===== src/rtl/video_pkg.sv =====
// --------------------
// pixel stream types shared by the video blocks
// column and line indices along the stream
// --------------------
`default_nettype none

package video_pkg;

    // --------------------
    // geometry
    // --------------------
    localparam int LINE_POS_W = 16;

    // column or line index, counted from 0
    typedef logic [LINE_POS_W-1:0] line_pos_t;

endpackage

`default_nettype wire


===== src/rtl/scaler_cfg_pkg.sv =====
// --------------------
// scale step format for the downscaler
// unsigned fixed point, 12 fraction bits, 4096 = 1.0
// --------------------
`default_nettype none

package scaler_cfg_pkg;

    localparam int STEP_W      = 16;
    localparam int STEP_FRAC_W = 12;
    localparam int POS_INT_W   = 16;    // integer part of an accumulated position

    typedef logic [STEP_W-1:0]                  step_t;
    typedef logic [POS_INT_W+STEP_FRAC_W-1:0]   pos_t;

    // smallest legal step, no upscaling
    localparam step_t STEP_ONE = step_t'(1 << STEP_FRAC_W);

endpackage

`default_nettype wire


===== src/rtl/lerp_unit.sv =====
// --------------------
// weighted blend a*(1-c) + b*c, two pipeline stages
// --------------------
`timescale 1ns/1ps
`default_nettype none

module lerp_unit #(
    parameter int PIXEL_WIDTH = 12,
    parameter int COE_WIDTH   = 10
) (
    input  wire                     clk,
    input  wire                     arst_n_i,
    input  wire [PIXEL_WIDTH-1:0]   a_i,
    input  wire [PIXEL_WIDTH-1:0]   b_i,
    input  wire [COE_WIDTH-1:0]     coe_i,
    input  wire                     valid_i,
    output logic [PIXEL_WIDTH-1:0]  pix_o,
    output logic                    valid_o
);

    localparam int PROD_W = PIXEL_WIDTH + COE_WIDTH + 1;

    logic [COE_WIDTH:0]  wt_a;     // 2^COE_WIDTH - c
    logic [PROD_W-1:0]   prod_a;
    logic [PROD_W-1:0]   prod_b;
    logic [PROD_W-1:0]   sum;
    logic                vld_s1;

    assign wt_a = {1'b1, {COE_WIDTH{1'b0}}} - {1'b0, coe_i};
    assign sum  = prod_a + prod_b;

    always_ff @(posedge clk or negedge arst_n_i) begin
        if (!arst_n_i) begin
            vld_s1  <= 1'b0;
            valid_o <= 1'b0;
        end else begin
            vld_s1  <= valid_i;
            valid_o <= vld_s1;
        end
    end

    // --------------------
    // stage 1 products, stage 2 sum and truncate
    // --------------------
    always_ff @(posedge clk) begin
        prod_a <= PROD_W'(a_i) * PROD_W'(wt_a);
        prod_b <= PROD_W'(b_i) * PROD_W'(coe_i);
        pix_o  <= sum[COE_WIDTH +: PIXEL_WIDTH];
    end

endmodule

`default_nettype wire


===== src/rtl/scaler_h.sv =====
// --------------------
// horizontal linear downscaler, one output pixel per completed position
// latency 3 cycles, strobes delayed to match
// --------------------
`timescale 1ns/1ps
`default_nettype none

module scaler_h #(
    parameter int PIXEL_WIDTH = 12,
    parameter int COE_WIDTH   = 10
) (
    input  wire                         clk,
    input  wire                         arst_n_i,
    input  wire scaler_cfg_pkg::step_t  step_i,
    input  wire [PIXEL_WIDTH-1:0]       pix_i,
    input  wire                         de_i,
    input  wire                         line_start_i,
    input  wire                         frame_start_i,
    output logic [PIXEL_WIDTH-1:0]      pix_o,
    output logic                        de_o,
    output logic                        line_start_o,
    output logic                        frame_start_o
);

    localparam int FW    = scaler_cfg_pkg::STEP_FRAC_W;
    localparam int POS_W = $bits(scaler_cfg_pkg::pos_t);

    scaler_cfg_pkg::pos_t   pos;        // position of the next output pixel
    video_pkg::line_pos_t   col;        // input column
    video_pkg::line_pos_t   pos_int;
    logic                   hit;
    logic [PIXEL_WIDTH-1:0] prev_pix;
    logic [PIXEL_WIDTH-1:0] blend_a;
    logic [PIXEL_WIDTH-1:0] blend_b;
    logic [COE_WIDTH-1:0]   blend_coe;
    logic                   blend_vld;
    logic [2:0]             ls_dly;
    logic [2:0]             fs_dly;

    assign pos_int = pos[POS_W-1:FW];

    // pixel j closes output k once floor(pos) reaches j-1
    assign hit = de_i && (col != '0) && (pos_int == col - video_pkg::line_pos_t'(1));

    always_ff @(posedge clk or negedge arst_n_i) begin
        if (!arst_n_i) begin
            pos       <= '0;
            col       <= '0;
            blend_vld <= 1'b0;
            ls_dly    <= '0;
            fs_dly    <= '0;
        end else begin
            blend_vld <= hit;
            if (line_start_i) begin
                pos <= '0;
                col <= '0;
            end else if (de_i) begin
                col <= col + video_pkg::line_pos_t'(1);
                if (hit)
                    pos <= pos + scaler_cfg_pkg::pos_t'(step_i);
            end
            ls_dly <= {ls_dly[1:0], line_start_i};
            fs_dly <= {fs_dly[1:0], frame_start_i};
        end
    end

    always_ff @(posedge clk) begin
        if (de_i)
            prev_pix <= pix_i;
        blend_a   <= prev_pix;
        blend_b   <= pix_i;
        blend_coe <= pos[FW-1 -: COE_WIDTH];   // top bits of the fraction
    end

    assign line_start_o  = ls_dly[2];
    assign frame_start_o = fs_dly[2];

    lerp_unit #(
        .PIXEL_WIDTH (PIXEL_WIDTH),
        .COE_WIDTH   (COE_WIDTH)
    ) u_lerp (
        .clk      (clk),
        .arst_n_i (arst_n_i),
        .a_i      (blend_a),
        .b_i      (blend_b),
        .coe_i    (blend_coe),
        .valid_i  (blend_vld),
        .pix_o    (pix_o),
        .valid_o  (de_o)
    );

endmodule

`default_nettype wire


===== config.mk =====
export PLATFORM = sky130hd
export DESIGN_NAME = scaler_h
export DESIGN_NICKNAME = d
export VERILOG_FILES = /design/src/rtl/video_pkg.sv /design/src/rtl/scaler_cfg_pkg.sv /design/src/rtl/lerp_unit.sv /design/src/rtl/scaler_h.sv
export SDC_FILE = /design/constraint.sdc
export NUM_CORES = 1
export LEC_CHECK = 0
export BUFFER_PORTS_ARGS = -buffer_cell sky130_fd_sc_hd__buf_2
export CORE_UTILIZATION = 40
export CTS_CLUSTER_DIAMETER = 30
export DETAILED_ROUTE_END_ITERATION = 16
export MAX_ROUTING_LAYER = met4
export SLEW_MARGIN = 0
export SYNTH_ARGS = -nofsm -noshare
export SYNTH_HDL_FRONTEND = slang
export SYNTH_SLANG_ARGS = --single-unit

===== constraint.sdc =====
create_clock -name clk -period 5.45 [get_ports clk]
set_input_delay 0.2725 -clock clk [delete_from_list [all_inputs] [get_ports clk]]
set_output_delay 0.2725 -clock clk [all_outputs]
set_load 0.02 [all_outputs]

==> results.py, run 1 <==
metrics = {
    "critical_path": {
        "timing.critical_path.fanout_max": 6,
        "worstPathArrival_ns": 5.99,
        "worst_r2r_path_depth": 25,
        "reg2reg_from": "blend_coe[0]$_DFF_P_",
        "worst-r2r-setup-slack_ns": -0.17,
        "end_kind": "flip-flop",
        "criticalPathCategory": "flip-flop to flip-flop",
        "cp.required_ns": 5.82,
        "r2r_end": "u_lerp.prod_a[21]$_DFF_P_",
        "crit_start_category": "flip-flop",
    },
    "cts": {
        "tritoncts_clock_tree": "done",
        "cts.path.max_buffers": 2,
        "worst_setup_hold_path_clk_slew_ns": 0.06,
        "tritoncts_num_sinks": 155,
        "cts.root.buffer_cell": "sky130_fd_sc_hd__clkbuf_16",
        "cts_htree_levels": 4,
        "cts-buffers-inserted": 17,
        "skew_pair_late_insertion_delay_ns": 0.44,
    },
    "hold_path": {
        "min_delay_path_depth": 4,
        "hold_class": "input port to flip-flop",
        "timing.hold.worst.start": "step_i[0]",
        "hold-path-endpoint": "pos[0]$_DFFE_PN0P_",
    },
    "routing": {
        "route.detailed.vias_per_inst": 4.998,
        "routed_wire_length_per_instance_um": 15.66,
        "vias": 10700,
        "first_iter_violations": 479,
        "detailedRoute.firstPassIterationCount": 5,
        "finalWirelength_um": 33530,
        "detail_route.drc_violations": 0,
        "final_antenna_net_count": 0,
    },
    "yosys": {
        "synth_flop_cell": "sky130_fd_sc_hd__dfxtp_1",
        "number_of_enable_flip_flop_cells_after_synthesis": 12,
        "ys_async_sr_fraction": 0.3419,
        "biggest_area_contributors_in_the_synthesized_netlist": "sky130_fd_sc_hd__fa_1 23%, sky130_fd_sc_hd__ha_1 13%, sky130_fd_sc_hd__dfxtp_1 12%",
        "netlist.area_leader.share": 0.2266,
        "synth.ff_latch_count": 155,
        "synth_cell_type_count": 70,
        "post-synth-top-area-cell": "sky130_fd_sc_hd__fa_1",
        "ys.warnings.count": 0,
        "synth_area_per_inst_um2": 9.423,
        "nets_in_the_synthesized_netlist": 1920,
        "synthCells": 1566,
        "post-synth-top-count-cell": "sky130_fd_sc_hd__inv_1",
        "yosysSeqAreaShare": 0.2364,
        "netlist_area_mm2": 0.01476,
        "synth.cells.most_frequent": "211 x sky130_fd_sc_hd__inv_1, 172 x sky130_fd_sc_hd__nand2_1, 167 x sky130_fd_sc_hd__fa_1, 154 x sky130_fd_sc_hd__ha_1, 125 x sky130_fd_sc_hd__and2_1",
    },
    "finish": {
        "proportion_of_layout_cells_with_a_drive_suffix_above_1": 0.1459,
        "fin_nets": 2020,
        "fillCellCount": 3362,
        "area_delta_synth_final_pct": 15.85,
        "final_non_filler_cells": 2141,
    },
    "global_route": {
        "gr-usage-met1": 0.2374,
        "globalRouteOverflowTotal": 0,
        "grt_most_used_layer": "met2",
        "grt_first_pass_wirelength_um": 55390,
        "groute.layer.met2.usage": 0.3151,
        "grt_pass1_vias": 10960,
        "global_route.usage.total": 0.1902,
        "grt_start_max_net_pins": 57,
        "number_of_antenna_violations_at_the_first_check_in_global_routing": 1,
        "grt_util_met3": 0.02470,
    },
    "pwr": {
        "p_leak_nw": 8.759,
        "power-per-cell-area_mw_per_mm2": 159.7,
        "power.ir.vdd_worst_uv": 228.9,
    },
    "floorplanning": {
        "count_of_standard_cell_rows": 69,
        "core_mm2": 0.03591,
        "effective_utilization_at_floorplan": 0.4109,
        "die-height_um": 194.1,
        "die-area_mm2": 0.03766,
        "die_w_um": 194.1,
        "pin_count": 48,
    },
    "sta": {
        "clock-skew-final_ns": 0.008402,
        "setup_viol": 6,
        "hold_violations": 0,
        "finalWorstSetupSlack_ns": -0.1700,
        "setup_repair_after_global_routing_missed_its_margin": "true",
        "relative_slew_slack": 0.3254,
        "post-route-min-period_ns": 5.620,
        "worstMarginPinSlew_ns": 1.012,
        "max_clock_freq_mhz": 177.9,
        "finalMaxSlewViolations": 0,
        "fin_crit_sh": 1.031,
    },
    "run_status": {
        "run_status": "finished, violations left",
        "failed_checks": "setup timing",
    },
    "placement": {
        "numPortBuffers": 47,
        "dp.cells": 2085,
        "detailedPlacementHpwl_um": 26680,
        "dpl_worst_slack_ns": -0.2821,
        "gp_congestion": 0.8990,
    },
    "run": {
        "drv.max_cap_violation_count": 0,
    },
}
-- how the worst max path moves through the flow --
stage / from / end
finish: blend_coe[0]$_DFF_P_ / u_lerp.prod_a[21]$_DFF_P_
global route: blend_coe[0]$_DFF_P_ / u_lerp.prod_a[21]$_DFF_P_
CTS: blend_coe[1]$_DFF_P_ / u_lerp.prod_a[20]$_DFF_P_
detailed placement: blend_coe[1]$_DFF_P_ / u_lerp.prod_a[21]$_DFF_P_
global placement: blend_coe[0]$_DFF_P_ / u_lerp.prod_a[11]$_DFF_P_
floorplan: blend_coe[0]$_DFF_P_ / u_lerp.prod_a[21]$_DFF_P_
-- area by class of cell --
class | count | area [um2] | share of cell area
antenna | 1 | 2.502 | 0.0001464
sequential | 155 | 3505 | 0.2050
timing repair buffer | 148 | 1076 | 0.06294
clock buffer | 21 | 483.0 | 0.02825
inverter | 211 | 797.0 | 0.04662
clock inverter | 11 | 128.9 | 0.007539
tap | 461 | 576.8 | 0.03374
multi-input combinational | 1133 | 10530 | 0.6157
-- through the flow --
stage               cell area (um2)  total power [mW]    util  hold WS (ns)  setup TNS, ns
detailed placement            16000             1.501  0.4456        0.3269         -2.053
global route                  17100             2.844  0.4760        0.2612         -2.819
finish                        17100             2.730  0.4760        0.2280        -0.6082
floorplan                     14880             1.387       -      -0.02309              0
CTS                           16950             2.771  0.4720        0.2203        -0.6781
global placement              16000             1.496  0.4456        0.3243         -1.254
-- power breakdown --
group / internal (mW) / switching, mW / leakage, nW
registers: 1.19 / 0.0474 / 1.59
clock network: 0.736 / 0.508 / 0.302
logic: 0.107 / 0.142 / 6.87
-- state kept, by name (all words and copies together) (netlist names), 12 cells and up --
signal and count:
pos 28, col 16, u_lerp.pix_o 12, u_lerp.prod_a 22, blend_b 12, blend_a 12, prev_pix 12, u_lerp.prod_b 22
-- kinds of logic after synthesis --
group                      share of synthesized area
adders and majority gates                     0.3571
and+or+nand+nor                               0.1828
DFF                                           0.2364
buffers and inverters                        0.07292
AOI/OAI and AO/OA                            0.07411
muxes                                        0.01865
xor gates and xnor gates                     0.05800
-- critical path: stages, from the launching register on --
cell and delay (ns):
sky130_fd_sc_hd__dfxtp_4 0.36, sky130_fd_sc_hd__buf_6 0.12, sky130_fd_sc_hd__inv_4 0.05, sky130_fd_sc_hd__ha_4 0.14, sky130_fd_sc_hd__nand2b_4 0.07, sky130_fd_sc_hd__nor2_4 0.12, sky130_fd_sc_hd__nand2_4 0.07, sky130_fd_sc_hd__nor3_4 0.25
sky130_fd_sc_hd__xnor2_4 0.14, sky130_fd_sc_hd__buf_4 0.15, sky130_fd_sc_hd__buf_4 0.14, sky130_fd_sc_hd__and2_1 0.17, sky130_fd_sc_hd__fa_1 0.53, sky130_fd_sc_hd__inv_1 0.05, sky130_fd_sc_hd__fa_1 0.47, sky130_fd_sc_hd__fa_1 0.50
sky130_fd_sc_hd__inv_1 0.05, sky130_fd_sc_hd__fa_1 0.43, sky130_fd_sc_hd__ha_1 0.30, sky130_fd_sc_hd__ha_1 0.40, sky130_fd_sc_hd__and3_4 0.22, sky130_fd_sc_hd__a21oi_4 0.15, sky130_fd_sc_hd__a31oi_4 0.12, sky130_fd_sc_hd__a211o_1 0.29
sky130_fd_sc_hd__a21oi_2 0.15, sky130_fd_sc_hd__xnor2_1 0.12
-- layer usage --
| metal | up-vias | wire length, um | share of wire |
|---|---|---|---|
| met2 | 166 | 16440 | 0.49 |
| li1 | 5242 | - | - |
| met1 | 5247 | 15200 | 0.45 |
| met5 | - | 0 | 0 |
| met3 | 46 | 1041 | 0.031 |
| met4 | 0 | 847 | 0.025 |
-- cells in the final DEF, fill, tap and decap left out, drive strengths merged, types with 9 or more instances in the layout --
cell type and count:
dfxtp 90, nand3 27, and2 125, o21ai 24, inv 216, dlygate4sd3 14
mux2 12, mux2i 14, dfrtp 53, buf 134, nor3 26, nor2 83
o21a 9, edfxtp 12, nand2 172, a21o 21, clkbuf 21, or2 9
xnor2 63, xor2 32, a21oi 52, ha 154, fa 167, nor2b 21
-- what timing repair did --
| action | 4_1_cts | 5_1_grt |
|---|---|---|
| buffers inserted | 7 | 3 |
| gates resized for setup | 29 | 35 |
| hold endpoints to repair | 67 | 0 |
| hold buffers | 14 | 0 |
| pin swaps | 12 | 16 |
| setup endpoints to repair | 13 | 16 |
Power figures use the tool's default switching activity.
==> run 2, diff against run 1 <==
CORE_ASPECT_RATIO = 1.2   (was default)
==> run 2 against run 1 <==
  * The flow still finishes with violations (setup timing)
  * Worst setup slack worse by 0.032 ns
  * Flip-flop and latch count unchanged
  * Critical path depth is 3 lower
  * Final area up 1.4%
  * Maximum frequency fell by 0.56%
==> results.py, run 2 (synthesis results as in run 1) <==
metrics = {
    "run_status": {
        "failed_checks": "setup timing",
        "run_status": "finished, violations left",
    },
    "floorplanning": {
        "pin_count": 48,
        "die-area_mm2": 0.03767,
        "die-height_um": 212.4,
        "effective_utilization_at_floorplan": 0.4084,
        "count_of_standard_cell_rows": 76,
        "core_mm2": 0.03613,
        "die_w_um": 177.3,
    },
    "finish": {
        "commonest_non_fill_non_tap_cell_in_the_layout": "sky130_fd_sc_hd__inv_1",
        "area_delta_synth_final_pct": 17.48,
        "reg_top3": "pos (28), u_lerp.prod_a (22), u_lerp.prod_b (22)",
        "fin_nets": 2048,
        "final_non_filler_cells": 2175,
        "layout_common_cells": "206 x sky130_fd_sc_hd__inv_1, 169 x sky130_fd_sc_hd__nand2_1, 164 x sky130_fd_sc_hd__fa_1",
        "largest_reg_flops": 28,
        "diodes": 0,
        "registers.top_by_ff_count": "pos",
        "proportion_of_layout_cells_with_a_drive_suffix_above_1": 0.1634,
    },
    "routing": {
        "first_iter_violations": 462,
        "route.detailed.vias_per_inst": 5.038,
        "finalWirelength_um": 34240,
        "vias": 10960,
        "routed_wire_length_per_instance_um": 15.74,
        "detail_route.drc_violations": 0,
        "final_antenna_net_count": 0,
        "detailedRoute.firstPassIterationCount": 5,
    },
    "critical_path": {
        "worstPathArrival_ns": 6.02,
        "end_kind": "flip-flop",
        "crit_start_category": "flip-flop",
        "timing.critical_path.fanout_max": 4,
        "criticalPathCategory": "flip-flop to flip-flop",
        "cp.required_ns": 5.82,
    },
    "sta": {
        "finalWorstSetupSlack_ns": -0.2019,
        "relative_slew_slack": 0.2676,
        "worstMarginPinSlew_ns": 1.099,
        "clock-skew-final_ns": 0.01112,
        "finalMaxSlewViolations": 0,
        "post-route-min-period_ns": 5.652,
        "setup_repair_after_global_routing_missed_its_margin": "true",
        "hold_violations": 0,
        "setup_viol": 5,
        "max_clock_freq_mhz": 176.9,
        "hold_slack_ns": 0.01396,
        "fin_crit_sh": 1.037,
    },
    "pwr": {
        "netSwitchingFraction": 0.2593,
        "share_comb_of_total_power": 0.093,
        "p_leak_nw": 8.896,
        "power-per-cell-area_mw_per_mm2": 153.1,
        "clock_power_frac": 0.444,
        "power.ir.vdd_worst_uv": 216.1,
        "power.share.sequential": 0.463,
        "power.switching_uw": 687.9,
        "cell_internal_pwr_mw": 1.965,
    },
    "placement": {
        "gp_congestion": 0.8223,
        "dpl_worst_slack_ns": -0.4856,
        "detailedPlacementHpwl_um": 27550,
        "dp.cells": 2114,
        "numPortBuffers": 47,
    },
    "global_route": {
        "grt_pass1_vias": 11400,
        "global_route.usage.total": 0.1977,
        "grt_first_pass_wirelength_um": 56100,
        "globalRouteOverflowTotal": 0,
        "number_of_antenna_violations_at_the_first_check_in_global_routing": 0,
        "grt_start_max_net_pins": 57,
    },
    "cts": {
        "cts.root.buffer_cell": "sky130_fd_sc_hd__clkbuf_16",
        "cts-buffers-inserted": 17,
        "tritoncts_num_sinks": 155,
        "tritoncts_clock_tree": "done",
        "cts_htree_levels": 4,
        "cts.path.max_buffers": 2,
        "worst_setup_hold_path_clk_slew_ns": 0.07,
        "skew_pair_late_insertion_delay_ns": 0.45,
    },
    "run": {
        "drv.max_cap_violation_count": 0,
    },
    "hold_path": {
        "hold_class": "input port to flip-flop",
    },
}
run 2: cell types whose count changed in the layout (fill, tap and decap cells not counted), moves of 3 or more:
cell / change
sky130_fd_sc_hd__buf_12: +4
sky130_fd_sc_hd__buf_4: +28
sky130_fd_sc_hd__clkinvlp_4: +3
sky130_fd_sc_hd__dfxtp_2: -3
sky130_fd_sc_hd__dlygate4sd3_1: -5
sky130_fd_sc_hd__fa_1: -3
sky130_fd_sc_hd__fa_2: +3
run 2: area by class of cell:
cell class              instances  area (um2)
flip-flops and latches        155        3505
multi-input cells            1133       10550
inverters                     211       799.5
well taps                     468       585.6
fillers                      3389       18800
clock inverters                12       125.1
clock buffers                  20       436.7
repair buffers                176        1331
run 2: what timing repair did:
action,4_1_cts,5_1_grt
endpoints found under the setup margin,13,17
resized for setup,38,36
endpoints found under the hold margin,61,0
setup buffers,9,12
pin swaps,18,26
hold buffers,9,0
run 2: power by group through the flow:
stage	Combinational (mW)	Clock [mW]	Sequential (mW)
after floorplan	0.153	0	1.23
final	0.247	1.18	1.23
after CTS	0.247	1.21	1.23
after global routing	0.273	1.26	1.23
after global placement	0.234	0	1.25
after detailed placement	0.237	0	1.25
run 2: worst paths after layout:
path	startpoint	end	slack, ns	cells after the start
worst max register to register	blend_coe[0]$_DFF_P_	u_lerp.prod_a[21]$_DFF_P_	-0.20	22
min in group asynchronous	arst_n_i	pos[17]$_DFFE_PN0P_	0.48	3
worst min register to register	prev_pix[1]$_DFFE_PP_	blend_a[1]$_DFF_P_	0.34	0
max in group asynchronous	arst_n_i	col[13]$_DFFE_PN0P_	4.46	3
worst min-delay path	pix_i[2]	blend_b[2]$_DFF_P_	0.01	1
worst max-delay path	blend_coe[0]$_DFF_P_	u_lerp.prod_a[21]$_DFF_P_	-0.20	22
run 2: critical path: stages (launching register included):
cell	delay, ns
sky130_fd_sc_hd__dfxtp_4	0.37
sky130_fd_sc_hd__nor3_4	0.19
sky130_fd_sc_hd__nand2_1	0.09
sky130_fd_sc_hd__or2_4	0.25
sky130_fd_sc_hd__nor4_4	0.18
sky130_fd_sc_hd__xnor2_2	0.18
sky130_fd_sc_hd__buf_4	0.18
sky130_fd_sc_hd__and2_1	0.15
sky130_fd_sc_hd__fa_1	0.43
sky130_fd_sc_hd__fa_1	0.53
sky130_fd_sc_hd__fa_1	0.44
sky130_fd_sc_hd__fa_1	0.49
sky130_fd_sc_hd__inv_1	0.05
sky130_fd_sc_hd__fa_1	0.48
sky130_fd_sc_hd__inv_1	0.06
sky130_fd_sc_hd__ha_4	0.21
sky130_fd_sc_hd__and3_4	0.20
sky130_fd_sc_hd__and3_4	0.20
sky130_fd_sc_hd__a21oi_4	0.15
sky130_fd_sc_hd__a31oi_4	0.13
sky130_fd_sc_hd__a211o_1	0.34
sky130_fd_sc_hd__a21oi_2	0.14
sky130_fd_sc_hd__xnor2_1	0.13
run 2: through the flow:
| stage | utilization | power, mW | area (um2) | setup TNS (ns) |
|---|---|---|---|---|
| 2_1_floorplan | - | 1.387 | 14880 | 0 |
| 6_report | 0.4797 | 2.653 | 17340 | -0.6290 |
| 3_5_place_dp | 0.4487 | 1.489 | 16210 | -2.745 |
| 4_1_cts | 0.4731 | 2.684 | 17100 | -0.9040 |
| 3_3_place_gp | 0.4487 | 1.485 | 16210 | -2.205 |
| 5_1_grt | 0.4797 | 2.764 | 17340 | -2.242 |
run 2: layer usage:
metal	up-vias	routed length, um	global-route usage
li1	5301	-	-
met1	5444	14170	0.2251
met2	177	18510	0.3599
met3	35	979	0.02414
met4	0	578	0.05806
met5	-	0	-
